`src/mips_settings.svh`:
```
// Reset vector, word step, register count and data-width macros.
`ifndef MIPS_SETTINGS_SVH
`define MIPS_SETTINGS_SVH

// **************************************************
// Datapath widths
// **************************************************

`define MIPS_XLEN 32
`define MIPS_NREGS 32

// **************************************************
// Fetch constants
// **************************************************

// PC value after reset. The delay slot starts one word later.
`define MIPS_RESET_VECTOR (32'hBFC0_0000)
`define MIPS_WORD_BYTES (32'd4)

`endif

```
`src/mips_isa_pkg.sv`:
```
// Primary opcode and R-type function code enums.
package mips_isa_pkg;

  // **************************************************
  // Primary opcodes in instruction bits 31:26
  // **************************************************

  typedef enum logic [5:0] {
    OP_SPECIAL = 6'h00,
    OP_J       = 6'h02,
    OP_BEQ     = 6'h04,
    OP_BNE     = 6'h05,
    OP_ADDIU   = 6'h09,
    OP_ANDI    = 6'h0C,
    OP_ORI     = 6'h0D,
    OP_LUI     = 6'h0F
  } opcode_t;

  // **************************************************
  // Function codes for OP_SPECIAL in bits 5:0
  // **************************************************

  typedef enum logic [5:0] {
    FN_JR   = 6'h08,
    FN_ADDU = 6'h21,
    FN_SUBU = 6'h23,
    FN_AND  = 6'h24,
    FN_OR   = 6'h25,
    FN_SLT  = 6'h2A
  } funct_t;

  // Field positions shared by all formats.
  localparam int OPCODE_LSB = 26;
  localparam int RS_LSB     = 21;
  localparam int RT_LSB     = 16;
  localparam int RD_LSB     = 11;

endpackage

```
`src/mips_ctrl_pkg.sv`:
```
// ALU operation, write-back source and next-PC source enums.
package mips_ctrl_pkg;

  typedef enum logic [2:0] {
    ALU_ADD    = 3'd0,
    ALU_SUB    = 3'd1,
    ALU_AND    = 3'd2,
    ALU_OR     = 3'd3,
    ALU_SLT    = 3'd4,
    ALU_PASS_B = 3'd5
  } alu_op_t;

  // Register write value.
  typedef enum logic {
    WB_ALU = 1'b0,
    WB_LUI = 1'b1
  } wb_src_t;

  // What the delay-slot register loads next.
  typedef enum logic [1:0] {
    PC_SEQ    = 2'd0,
    PC_BRANCH = 2'd1,
    PC_JUMP   = 2'd2,
    PC_REG    = 2'd3
  } pc_src_t;

endpackage

```
`src/mips_fetch.sv`:
```
// PC and delay-slot registers, next-PC selection and the active flag.
`timescale 1ns/1ps
`include "mips_settings.svh"

module mips_fetch (
  input  logic                   clk,
  input  logic                   reset,
  input  logic                   clk_enable,
  input  mips_ctrl_pkg::pc_src_t pc_src,
  input  logic                   branch_ne,
  input  logic                   zero,
  input  logic [25:0]            jump_index,
  input  logic [`MIPS_XLEN-1:0]  rs_data,
  input  logic [`MIPS_XLEN-1:0]  imm_ext,
  output logic [`MIPS_XLEN-1:0]  instr_addr,
  output logic                   active
);
  import mips_ctrl_pkg::*;

  logic [`MIPS_XLEN-1:0] pc_q;
  logic [`MIPS_XLEN-1:0] ds_q;
  logic [`MIPS_XLEN-1:0] seq_addr;
  logic [`MIPS_XLEN-1:0] branch_addr;
  logic [`MIPS_XLEN-1:0] jump_addr;
  logic [`MIPS_XLEN-1:0] next_addr;
  logic                  branch_taken;

  // **************************************************
  // Target arithmetic relative to the delay slot
  // **************************************************

  assign seq_addr    = ds_q + `MIPS_WORD_BYTES;
  assign branch_addr = ds_q + {imm_ext[`MIPS_XLEN-3:0], 2'b00};
  assign jump_addr   = {ds_q[`MIPS_XLEN-1:28], jump_index, 2'b00};

  // BEQ takes on equal operands, BNE on unequal ones.
  assign branch_taken = zero ^ branch_ne;

  always_comb begin
    unique case (pc_src)
      PC_SEQ:    next_addr = seq_addr;
      PC_BRANCH: next_addr = branch_taken ? branch_addr : seq_addr;
      PC_JUMP:   next_addr = jump_addr;
      PC_REG:    next_addr = rs_data;
      default:   next_addr = seq_addr;
    endcase
  end

  // **************************************************
  // PC, delay slot and halt
  // **************************************************

  // The PC always takes the delay slot, so a redirect lands one
  // instruction late.
  always_ff @(posedge clk) begin
    if (reset) begin
      pc_q   <= `MIPS_RESET_VECTOR;
      ds_q   <= `MIPS_RESET_VECTOR + `MIPS_WORD_BYTES;
      active <= 1'b1;
    end else if (clk_enable && active) begin
      pc_q <= ds_q;
      ds_q <= next_addr;
      if (ds_q == '0) begin
        active <= 1'b0;
      end
    end
  end

  assign instr_addr = pc_q;

endmodule

```
`src/mips_decode.sv`:
```
// Instruction decoder for control enums, register addresses and immediate.
`timescale 1ns/1ps

module mips_decode (
  input  logic [31:0]            instr_data,
  output mips_ctrl_pkg::pc_src_t pc_src,
  output logic                   branch_ne,
  output logic [25:0]            jump_index,
  output mips_ctrl_pkg::alu_op_t alu_op,
  output logic                   alu_src_imm,
  output logic [31:0]            imm_ext,
  output mips_ctrl_pkg::wb_src_t wb_src,
  output logic                   reg_we,
  output logic [4:0]             rs,
  output logic [4:0]             rt,
  output logic [4:0]             wd_addr
);
  import mips_isa_pkg::*;
  import mips_ctrl_pkg::*;

  opcode_t     opcode;
  funct_t      funct;
  logic [4:0]  rd;
  logic [15:0] imm;
  logic        imm_zero_ext;

  assign opcode     = opcode_t'(instr_data[31:OPCODE_LSB]);
  assign funct      = funct_t'(instr_data[5:0]);
  assign rs         = instr_data[RS_LSB+4:RS_LSB];
  assign rt         = instr_data[RT_LSB+4:RT_LSB];
  assign rd         = instr_data[RD_LSB+4:RD_LSB];
  assign imm        = instr_data[15:0];
  assign jump_index = instr_data[25:0];
  assign branch_ne  = (opcode == OP_BNE);

  // Logical immediates are zero-extended.
  assign imm_zero_ext = (opcode == OP_ANDI) || (opcode == OP_ORI);
  assign imm_ext      = imm_zero_ext ? {16'b0, imm} : {{16{imm[15]}}, imm};

  always_comb begin
    pc_src      = PC_SEQ;
    alu_op      = ALU_PASS_B;
    alu_src_imm = 1'b0;
    wb_src      = WB_ALU;
    reg_we      = 1'b0;
    wd_addr     = rt;
    case (opcode)
      OP_SPECIAL: begin
        wd_addr = rd;
        reg_we  = 1'b1;
        case (funct)
          FN_ADDU: alu_op = ALU_ADD;
          FN_SUBU: alu_op = ALU_SUB;
          FN_AND:  alu_op = ALU_AND;
          FN_OR:   alu_op = ALU_OR;
          FN_SLT:  alu_op = ALU_SLT;
          FN_JR: begin
            pc_src = PC_REG;
            reg_we = 1'b0;
          end
          default: reg_we = 1'b0;
        endcase
      end
      OP_J:           pc_src = PC_JUMP;
      OP_BEQ, OP_BNE: pc_src = PC_BRANCH;
      OP_ADDIU, OP_ANDI, OP_ORI: begin
        alu_src_imm = 1'b1;
        reg_we      = 1'b1;
        if (opcode == OP_ADDIU) begin
          alu_op = ALU_ADD;
        end else if (opcode == OP_ANDI) begin
          alu_op = ALU_AND;
        end else begin
          alu_op = ALU_OR;
        end
      end
      OP_LUI: begin
        wb_src = WB_LUI;
        reg_we = 1'b1;
      end
      default: reg_we = 1'b0;
    endcase
  end

endmodule

```
`src/mips_alu.sv`:
```
// ALU with result and the branch equality flag.
`timescale 1ns/1ps
`include "mips_settings.svh"

module mips_alu (
  input  mips_ctrl_pkg::alu_op_t alu_op,
  input  logic                   alu_src_imm,
  input  logic [`MIPS_XLEN-1:0]  rs_data,
  input  logic [`MIPS_XLEN-1:0]  rt_data,
  input  logic [`MIPS_XLEN-1:0]  imm_ext,
  output logic [`MIPS_XLEN-1:0]  alu_result,
  output logic                   zero
);
  import mips_ctrl_pkg::*;

  logic [`MIPS_XLEN-1:0] op_b;
  logic                  less;

  assign op_b = alu_src_imm ? imm_ext : rt_data;

  // Signed compare for SLT.
  assign less = $signed(rs_data) < $signed(op_b);

  always_comb begin
    case (alu_op)
      ALU_ADD:    alu_result = rs_data + op_b;
      ALU_SUB:    alu_result = rs_data - op_b;
      ALU_AND:    alu_result = rs_data & op_b;
      ALU_OR:     alu_result = rs_data | op_b;
      ALU_SLT:    alu_result = {{(`MIPS_XLEN-1){1'b0}}, less};
      ALU_PASS_B: alu_result = op_b;
      default:    alu_result = op_b;
    endcase
  end

  // Branches always compare the two registers, whatever operand B is.
  assign zero = (rs_data == rt_data);

endmodule

```
`src/mips_regfile.sv`:
```
// Register file with write-back selection, two read ports and the v0 tap.
`timescale 1ns/1ps
`include "mips_settings.svh"

module mips_regfile (
  input  logic                   clk,
  input  logic                   reset,
  input  logic                   clk_enable,
  input  logic                   active,
  input  logic                   reg_we,
  input  mips_ctrl_pkg::wb_src_t wb_src,
  input  logic [4:0]             wd_addr,
  input  logic [4:0]             rs,
  input  logic [4:0]             rt,
  input  logic [`MIPS_XLEN-1:0]  alu_result,
  input  logic [`MIPS_XLEN-1:0]  imm_ext,
  output logic [`MIPS_XLEN-1:0]  rs_data,
  output logic [`MIPS_XLEN-1:0]  rt_data,
  output logic [`MIPS_XLEN-1:0]  reg_v0
);
  import mips_ctrl_pkg::*;

  logic [`MIPS_XLEN-1:0] rf [`MIPS_NREGS];
  logic [`MIPS_XLEN-1:0] wd;
  logic                  we;

  assign wd = (wb_src == WB_LUI) ? (imm_ext << 16) : alu_result;
  assign we = reg_we && clk_enable && active;

  always_ff @(posedge clk) begin
    if (reset) begin
      for (int i = 0; i < `MIPS_NREGS; i++) begin
        rf[i] <= '0;
      end
    end else if (we) begin
      rf[wd_addr] <= wd;
    end
  end

  // Register 0 reads as zero even after a write.
  assign rs_data = (rs != 5'd0) ? rf[rs] : '0;
  assign rt_data = (rt != 5'd0) ? rf[rt] : '0;
  assign reg_v0  = rf[2];

endmodule

```
`src/mips_core.sv`:
```
// Core top level wiring fetch, decode, ALU and register file.
`timescale 1ns/1ps
`include "mips_settings.svh"

module mips_core (
  input  logic                  clk,
  input  logic                  reset,
  input  logic                  clk_enable,
  input  logic [31:0]           instr_data,
  output logic [`MIPS_XLEN-1:0] instr_addr,
  output logic                  active,
  output logic [`MIPS_XLEN-1:0] reg_v0
);
  import mips_ctrl_pkg::*;

  pc_src_t               pc_src;
  logic                  branch_ne;
  logic [25:0]           jump_index;
  alu_op_t               alu_op;
  logic                  alu_src_imm;
  logic [`MIPS_XLEN-1:0] imm_ext;
  wb_src_t               wb_src;
  logic                  reg_we;
  logic [4:0]            rs;
  logic [4:0]            rt;
  logic [4:0]            wd_addr;
  logic [`MIPS_XLEN-1:0] rs_data;
  logic [`MIPS_XLEN-1:0] rt_data;
  logic [`MIPS_XLEN-1:0] alu_result;
  logic                  zero;

  // **************************************************
  // Fetch
  // **************************************************

  mips_fetch u_fetch (
    .clk        (clk),
    .reset      (reset),
    .clk_enable (clk_enable),
    .pc_src     (pc_src),
    .branch_ne  (branch_ne),
    .zero       (zero),
    .jump_index (jump_index),
    .rs_data    (rs_data),
    .imm_ext    (imm_ext),
    .instr_addr (instr_addr),
    .active     (active)
  );

  // **************************************************
  // Decode and execute
  // **************************************************

  mips_decode u_decode (
    .instr_data  (instr_data),
    .pc_src      (pc_src),
    .branch_ne   (branch_ne),
    .jump_index  (jump_index),
    .alu_op      (alu_op),
    .alu_src_imm (alu_src_imm),
    .imm_ext     (imm_ext),
    .wb_src      (wb_src),
    .reg_we      (reg_we),
    .rs          (rs),
    .rt          (rt),
    .wd_addr     (wd_addr)
  );

  mips_alu u_alu (
    .alu_op      (alu_op),
    .alu_src_imm (alu_src_imm),
    .rs_data     (rs_data),
    .rt_data     (rt_data),
    .imm_ext     (imm_ext),
    .alu_result  (alu_result),
    .zero        (zero)
  );

  // **************************************************
  // Register file and write-back
  // **************************************************

  mips_regfile u_regfile (
    .clk        (clk),
    .reset      (reset),
    .clk_enable (clk_enable),
    .active     (active),
    .reg_we     (reg_we),
    .wb_src     (wb_src),
    .wd_addr    (wd_addr),
    .rs         (rs),
    .rt         (rt),
    .alu_result (alu_result),
    .imm_ext    (imm_ext),
    .rs_data    (rs_data),
    .rt_data    (rt_data),
    .reg_v0     (reg_v0)
  );

endmodule

```
`config.mk`:
```
export PLATFORM = sky130hd
export DESIGN_NAME = mips_core
export DESIGN_NICKNAME = d
export VERILOG_FILES = /design/src/mips_isa_pkg.sv /design/src/mips_ctrl_pkg.sv /design/src/mips_fetch.sv /design/src/mips_decode.sv /design/src/mips_alu.sv /design/src/mips_regfile.sv /design/src/mips_core.sv
export VERILOG_INCLUDE_DIRS = /design/src
export SDC_FILE = /design/constraint.sdc
export NUM_CORES = 2
export LEC_CHECK = 0
export ABC_CLOCK_PERIOD_IN_PS = 8100
export BUFFER_PORTS_ARGS = -buffer_cell sky130_fd_sc_hd__buf_2
export CELL_PAD_IN_SITES_DETAIL_PLACEMENT = 0
export CELL_PAD_IN_SITES_GLOBAL_PLACEMENT = 1
export CORE_AREA = 2 2 352 354
export CTS_CLUSTER_DIAMETER = 120
export CTS_CLUSTER_SIZE = 30
export DETAILED_ROUTE_END_ITERATION = 12
export DIE_AREA = 0 0 354 356
export GPL_TIMING_DRIVEN = 0
export PLACE_DENSITY = 0.89
export SYNTH_ARGS = -nofsm -noshare
export SYNTH_HDL_FRONTEND = slang
export SYNTH_HIERARCHICAL = 1
export SYNTH_SLANG_ARGS = --single-unit
```
`constraint.sdc`:
```
create_clock -name clk -period 8.1 [get_ports clk]
set_input_delay 1.215 -clock clk [delete_from_list [all_inputs] [get_ports clk]]
set_output_delay 1.215 -clock clk [all_outputs]
set_load 0.005 [all_outputs]
```
After elaboration in Yosys (flattened, before gate mapping)
Memories as Yosys holds them, arrays and structs flattened.
Cells that the tools add are included.

word-level totals
  memories kept = 1
  input port bits = 35
  memory bits (writable) = 1024
  register bits = 65

cells by class
  multiplexer cells = 27
  bitwise gates (word level) = 4
  reductions and logical operators = 17
  $lt $le $gt $ge = 1
  equality and inequality tests = 21
  add/subtract/negate cells = 4

memories
  memory        words  bits a word  rd ports  clocked after memory_dff  write ports  line                text
  u_regfile.rf  32     32           3         0                         32           mips_regfile.sv:23  logic [`MIPS_XLEN-1:0] rf [`MIPS_NREGS];

operators with widths
  operator                                                                number
  32-bit two-way mux                                                      7
  32-bit case mux with 5 select lines                                     1
  32-bit case mux with 4 select lines                                     1
  32-bit adder                                                            2
  32-bit by 3-bit adder with 32-bit output (second input constant)        1
  32-bit AND                                                              1
  32-bit equality test                                                    1
  32-bit zero test                                                        1
  32-bit < comparator                                                     1
  32-bit OR                                                               1
  32-bit OR reduction                                                     1
  32-bit subtractor                                                       1
  6-bit by 4-bit equality test with 1-bit output (second input constant)  5
  6-bit equality test (second input constant)                             5
  3-bit case mux with 5 select lines                                      1
  6-bit by 3-bit equality test with 1-bit output (second input constant)  2
  1-bit two-way mux                                                       10
  5-bit two-way mux                                                       2
  5-bit nonzero test                                                      2
  3-bit by 2-bit equality test with 1-bit output (second input constant)  2
  6-bit by 2-bit equality test with 1-bit output (second input constant)  1
  6-bit zero test                                                         1
  2-bit case mux with 3 select lines                                      1
  3-bit case mux with 2 select lines                                      1
  other kinds (18)                                                        22

Longest topological paths before layout
  depth after elaboration = 11
  mapped depth = 27
  depth with buffers taken out = 20

By module
Netlist, hierarchy kept.

by module, submodules not included
  module        area each (um2)  instances  cells each
  mips_regfile  52077.4          1          3548
  mips_alu      5763.0           1          840
  mips_fetch    5609.1           1          797
  mips_decode   814.5            1          111

Worst setup path after synthesis
No wires, ideal clock.

  path type = in2reg
  start = in instr_data[16]
  end = mem u_regfile/rf[0][30] (netlist bit) (data pin)
  path slack = 1.638 ns
  data arrival time = 6.196 ns
  stages = 24
  data required time = 7.834 ns
  setup time = 0.266 ns
  cell sequence = buf_4 buf_2 buf_6 buf_2 mux4_2 a2111oi_0 nor3_1 mux2_2 ha_1 inv_1 fa_1 nor2_1 o31ai_1 o21ai_1 a211oi_1 o31ai_1 o41ai_2 nor4_1 nor3_1 xnor2_1 a21o_1 mux2i_1 clkbuf_1 nor2_1

RTL lines
  element          line                text
  start, declared  mips_core.sv:9      input logic [31:0] instr_data,
  end, declared    mips_regfile.sv:23

==> tab_implementation.tex <==
\begin{tabular}{lr}
\hline
Metric & Value \\
\hline
\multicolumn{2}{l}{\textbf{Clock network}} \\
Clock H-tree levels & 2 \\
CTS max path bufs & 3 \\
Total of hold buffers inserted after clock tree synthesis & 0 \\
CTS buffer count & 43 \\
Clock latency reported for the late side of the worst-skew pair & 720 ps \\
Clock tree root buffer cell & sky130\_fd\_sc\_hd\_\_clkbuf\_16 \\
Sink Count & 1089 \\
Clk pin slew, worst setup/hold paths & 120 ps \\
Clock tree from TritonCTS & built \\
\multicolumn{2}{l}{\textbf{Detailed routing}} \\
Vias post-DR & 52.5k \\
Drt drc & 0 \\
Total wire length after detailed routing & 276 mm \\
Via-per-instance ratio & 7.33 \\
Post-DR wirelength/cell & 38.5 um \\
Router iterations before antenna repair & 6 \\
Antenna violation net count after detailed routing & 0 \\
Number of violations reported at the end of detailed-routing iteration 0 & 10.5k \\
\multicolumn{2}{l}{\textbf{Timing}} \\
Slew at the pin closest to its max-slew limit & 1680 ps \\
Total of endpoints with negative setup slack in the final report & 133 \\
Worst setup slack after layout & -288 ps \\
Max frequency & 0.119 GHz \\
Number of endpoints with negative hold slack in the final report & 0 \\
Final worst path period share & 104\% \\
Skew final & 64.8 ps \\
Worst max-slew margin expressed relative to the limit & -11.9\% \\
Minimum clock period & 8390 ps \\
Max Slew Vio Count & 43 \\
\multicolumn{2}{l}{\textbf{Logic synthesis}} \\
Post-synth net total & 5474 \\
Area leader, netlist & sky130\_fd\_sc\_hd\_\_edfxtp\_1 \\
Ys Warns & 6 \\
Async SR Flop Fraction & 0\% \\
Unique cell type count in the Yosys netlist & 100 \\
Cells after synthesis & 5296 \\
Fraction of post-synthesis cell area in the top cell type by area & 47.8\% \\
Synth area leaders & sky130\_fd\_sc\_hd\_\_edfxtp\_1 48\%, sky130\_fd\_sc\_hd\_\_mux4\_2 17\%, sky130\_fd\_sc\_hd\_\_nor2\_1 6.8\% \\
Summed instance area of the synthesized netlist & 64300 sq um \\
Portion of the post-synthesis area used by sequential elements & 49.9\% \\
Most common flop cell mapped by yosys & sky130\_fd\_sc\_hd\_\_edfxtp\_1 \\
Syn avg cell area & 12.1 sq um \\
Post-synth EDFFs & 1024 \\
Number of flip-flops and latches in the synthesized netlist & 1089 \\
\multicolumn{2}{l}{\textbf{Power and ir drop}} \\
Clock share of power & 22.4\% \\
Relative contribution of sequential cells to total power & 51.1\% \\
Peak supply drop & 0.000192 V \\
Sw frac & 33.0\% \\
Total leakage power & 24.9 nW \\
Internal power consumption & 8.43 mW \\
Combinational fraction of design power & 26.5\% \\
Psw & 4.16 mW \\
Power density over the cells & 180 nW/um\^{}2 \\
Overall power & 12.6 mW \\
\multicolumn{2}{l}{\textbf{Floorplan}} \\
Number of standard-cell rows in the floorplan & 129 \\
DIE AREA & 126000 sq um \\
Effective utilization at floorplan & 52.4\% \\
Horizontal die dimension & 354 um \\
Vert. Die Dim & 356 um \\
Standard cell core area & 123000 sq um \\
Top Ports & 100 \\
\multicolumn{2}{l}{\textbf{Place}} \\
Weighted congestion at the end of routability-driven global placement & 1.07 \\
Half-perimeter wire length after detailed placement & 201 mm \\
Instance area at placement & 68100 sq um \\
Number of I/O port buffers & 89 \\
\multicolumn{2}{l}{\textbf{Worst setup path}} \\
Critical R2R Launch & u\_regfile/rf[8][3]\$\_SDFFCE\_PN0P\_ \\
Crit path DAT & 8800 ps \\
Number of cells on the worst reg-to-reg path & 19 \\
Category of the worst setup path capture point & flop \\
Worst-path cell with the longest stage delay & sky130\_fd\_sc\_hd\_\_a211oi\_1 \\
Setup slack of the worst register-to-register path & 1370 ps \\
Critical Path End & u\_regfile/rf[27][26]\$\_SDFFCE\_PN0P\_ \\
Critical path class & primary input to flop \\
Critical-path maximum fanout & 10 \\
Crit Reg-Reg Endpoint & u\_regfile/rf[24][15]\$\_SDFFCE\_PN0P\_ \\
Kind of start point of the critical path & primary input \\
Critical Path Start & instr\_data[20] \\
Required time of the critical path & 8520 ps \\
Ordered list of cells on the worst path & buf\_2 > buf\_4 > clkbuf\_1 > clkdlybuf4s15\_1 > o221ai\_1 > a211oi\_1 > nor3\_2 > mux2\_2 > inv\_1 > ha\_1 > nor2b\_1 > o21ai\_1 > a21oi\_1 > or2\_2 > o21a\_1 > o22a\_1 > o22ai\_1 > nor4\_1 > a2111oi\_0 > a21oi\_1 > mux2i\_2 > buf\_6 > clkbuf\_2 > nor2\_1 \\
Largest incremental delay on the critical path & 1090 ps \\
CP dominant cell by count & sky130\_fd\_sc\_hd\_\_a21oi\_1 \\
\multicolumn{2}{l}{\textbf{Global routing}} \\
Initial antenna violation count & 4 \\
Wire length of the first global-routing pass & 376 mm \\
Leftover overflow at the end of global routing & 0 \\
Maximum number of pins on one net before global-route repair & 32 \\
Tot GR Track Use & 42.9\% \\
Vias in the first global route & 49.4k \\
\multicolumn{2}{l}{\textbf{Final layout}} \\
Fillers & 10.2k \\
Most common library cell in the layout ignoring fill and taps & sky130\_fd\_sc\_hd\_\_nor2\_1 \\
Sequential cell area & 32100 sq um \\
Post-Route Utilization & 57.1\% \\
Most used cells in the layout excluding fill and tap cells & 1160 x sky130\_fd\_sc\_hd\_\_nor2\_1, 1024 x sky130\_fd\_sc\_hd\_\_edfxtp\_1, 486 x sky130\_fd\_sc\_hd\_\_mux4\_2 \\
Layout cells sized above 1 & 21.2\% \\
Finished Cell Area & 70100 sq um \\
Synth-to-Final Area Change & 9.01\% \\
\# nets final & 5684 \\
Footprint of the multi-input gates & 29800 sq um \\
\multicolumn{2}{l}{\textbf{Worst hold path}} \\
Type of the worst min-delay path & flop to flop \\
\multicolumn{2}{l}{\textbf{Flow run}} \\
\# Max-Cap Violations & 5 \\
\multicolumn{2}{l}{\textbf{Status}} \\
Violated checks & max-capacitance violations, max-slew violations, negative setup slack \\
Status & finished with violations \\
\hline
\end{tabular}
critical path, delay by kind of cell:
| family | cells | cell delay [ps] |
|---|---|---|
| mux | 2 | 660 |
| fa+ha+maj | 1 | 300 |
| simple gates | 5 | 1060 |
| buf+inv | 7 | 2760 |
| compound gates | 9 | 2770 |
synth_stat cells (22+ instances only):
| master | count |
|---|---|
| sky130_fd_sc_hd__nor2b_1 | 28 |
| sky130_fd_sc_hd__xor2_1 | 47 |
| sky130_fd_sc_hd__mux2_2 | 50 |
| sky130_fd_sc_hd__nor4_1 | 30 |
| sky130_fd_sc_hd__ha_1 | 140 |
| sky130_fd_sc_hd__nor3_1 | 89 |
| sky130_fd_sc_hd__o22ai_1 | 95 |
| sky130_fd_sc_hd__a211oi_1 | 49 |
| sky130_fd_sc_hd__buf_4 | 118 |
| sky130_fd_sc_hd__clkbuf_1 | 289 |
| sky130_fd_sc_hd__nand2b_1 | 65 |
| sky130_fd_sc_hd__inv_1 | 124 |
| sky130_fd_sc_hd__mux4_2 | 486 |
| sky130_fd_sc_hd__nand3_1 | 47 |
| sky130_fd_sc_hd__o221ai_1 | 27 |
| sky130_fd_sc_hd__a221oi_1 | 29 |
| sky130_fd_sc_hd__o211ai_1 | 22 |
| sky130_fd_sc_hd__nand2_1 | 207 |
| sky130_fd_sc_hd__edfxtp_1 | 1024 |
| sky130_fd_sc_hd__buf_1 | 64 |
| sky130_fd_sc_hd__a2111oi_0 | 30 |
| sky130_fd_sc_hd__buf_2 | 58 |
| sky130_fd_sc_hd__a31oi_1 | 23 |
| sky130_fd_sc_hd__dfxtp_1 | 65 |
| sky130_fd_sc_hd__a21oi_1 | 220 |
| sky130_fd_sc_hd__xnor2_1 | 50 |
| sky130_fd_sc_hd__a22oi_1 | 27 |
| sky130_fd_sc_hd__mux2i_1 | 185 |
| sky130_fd_sc_hd__a22o_1 | 50 |
| sky130_fd_sc_hd__nor2_1 | 1160 |
| sky130_fd_sc_hd__o21ai_0 | 106 |
cells by family (layout without fill, tap and decap cells):
kind of cell | count (synthesis) | count (layout) | share of synthesized area (%)
other | 0 | 4 | 0
xor gates and xnor gates | 97 | 97 | 1.32
adders and majority gates | 143 | 143 | 2.82
and+or+nand+nor | 1731 | 1731 | 11.4
buffers and inverters | 674 | 897 | 4.94
DFF | 1089 | 1089 | 49.9
muxes | 721 | 721 | 20.8
AOI/OAI and AO/OA | 841 | 841 | 8.82
state kept, by name, indices dropped and copies added, names as in the netlist:
name and flops:
u_regfile/rf 1024, u_fetch/active 1, u_fetch/instr_addr 32, u_fetch/ds_q 32
final cells by class:
type                    instances  share of cell area, %
clock inverters                 9                  0.173
plain buffers                 544                   4.02
multi-input cells            3533                   42.5
clock buffers                  49                   1.57
inverters                     128                  0.686
diodes                          4                 0.0143
flip-flops and latches       1089                   45.8
well taps                    1637                   2.92
repair buffers                167                   2.38
power by group through the flow:
stage	clock, mW	combinational (mW)	sequential (mW)
floorplan	0	1.81	6.50
global placement	0	2.92	6.55
detailed placement	0	3.05	6.55
CTS	2.79	3.10	6.42
global route	2.93	3.38	6.44
finish	2.82	3.34	6.43
routing by layer:
layer / track usage (%) / wire length, um / up-vias
met4: 31.1 / 26000 / 8
met5: 1.28 / 256 / -
li1: - / - / 20300
met3: 15.9 / 45500 / 1188
met1: 53.1 / 88900 / 25600
met2: 62.1 / 115000 / 5376
repair_timing:
| action | CTS | global route |
|---|---|---|
| pin swaps | 1 | 4 |
| gates resized for setup | 119 | 75 |
| setup endpoints to repair | 794 | 625 |
| setup buffers | 2 | 10 |
worst min path at each step:
stage                                         endpoint                               start  cells after the start  slack [ps]
CTS                 u_fetch/instr_addr[0]$_SDFFE_PP0P_  u_fetch/instr_addr[0]$_SDFFE_PP0P_                      2         460
detailed placement  u_fetch/instr_addr[0]$_SDFFE_PP0P_  u_fetch/instr_addr[0]$_SDFFE_PP0P_                      2         440
finish              u_fetch/instr_addr[0]$_SDFFE_PP0P_  u_fetch/instr_addr[0]$_SDFFE_PP0P_                      2         460
global placement    u_fetch/instr_addr[7]$_SDFFE_PP0P_  u_fetch/instr_addr[7]$_SDFFE_PP0P_                      2         440
floorplan           u_fetch/instr_addr[1]$_SDFFE_PP0P_        u_fetch/ds_q[1]$_SDFFE_PP0P_                      2         440
global route        u_fetch/instr_addr[0]$_SDFFE_PP0P_  u_fetch/instr_addr[0]$_SDFFE_PP0P_                      2         480
per-stage QoR:
step	hold WS [ps]	setup TNS, ps	cells	setup slack, ps
2_1_floorplan	445	0	5296	1640
3_3_place_gp	442	-1847470	7022	-3330
3_5_place_dp	443	-1259630	7087	-2320
4_1_cts	460	0	7146	27.0
5_1_grt	481	-13.6	7156	-13.6
6_report	457	-13820	7160	-288
(Power assumes the default switching activity.)
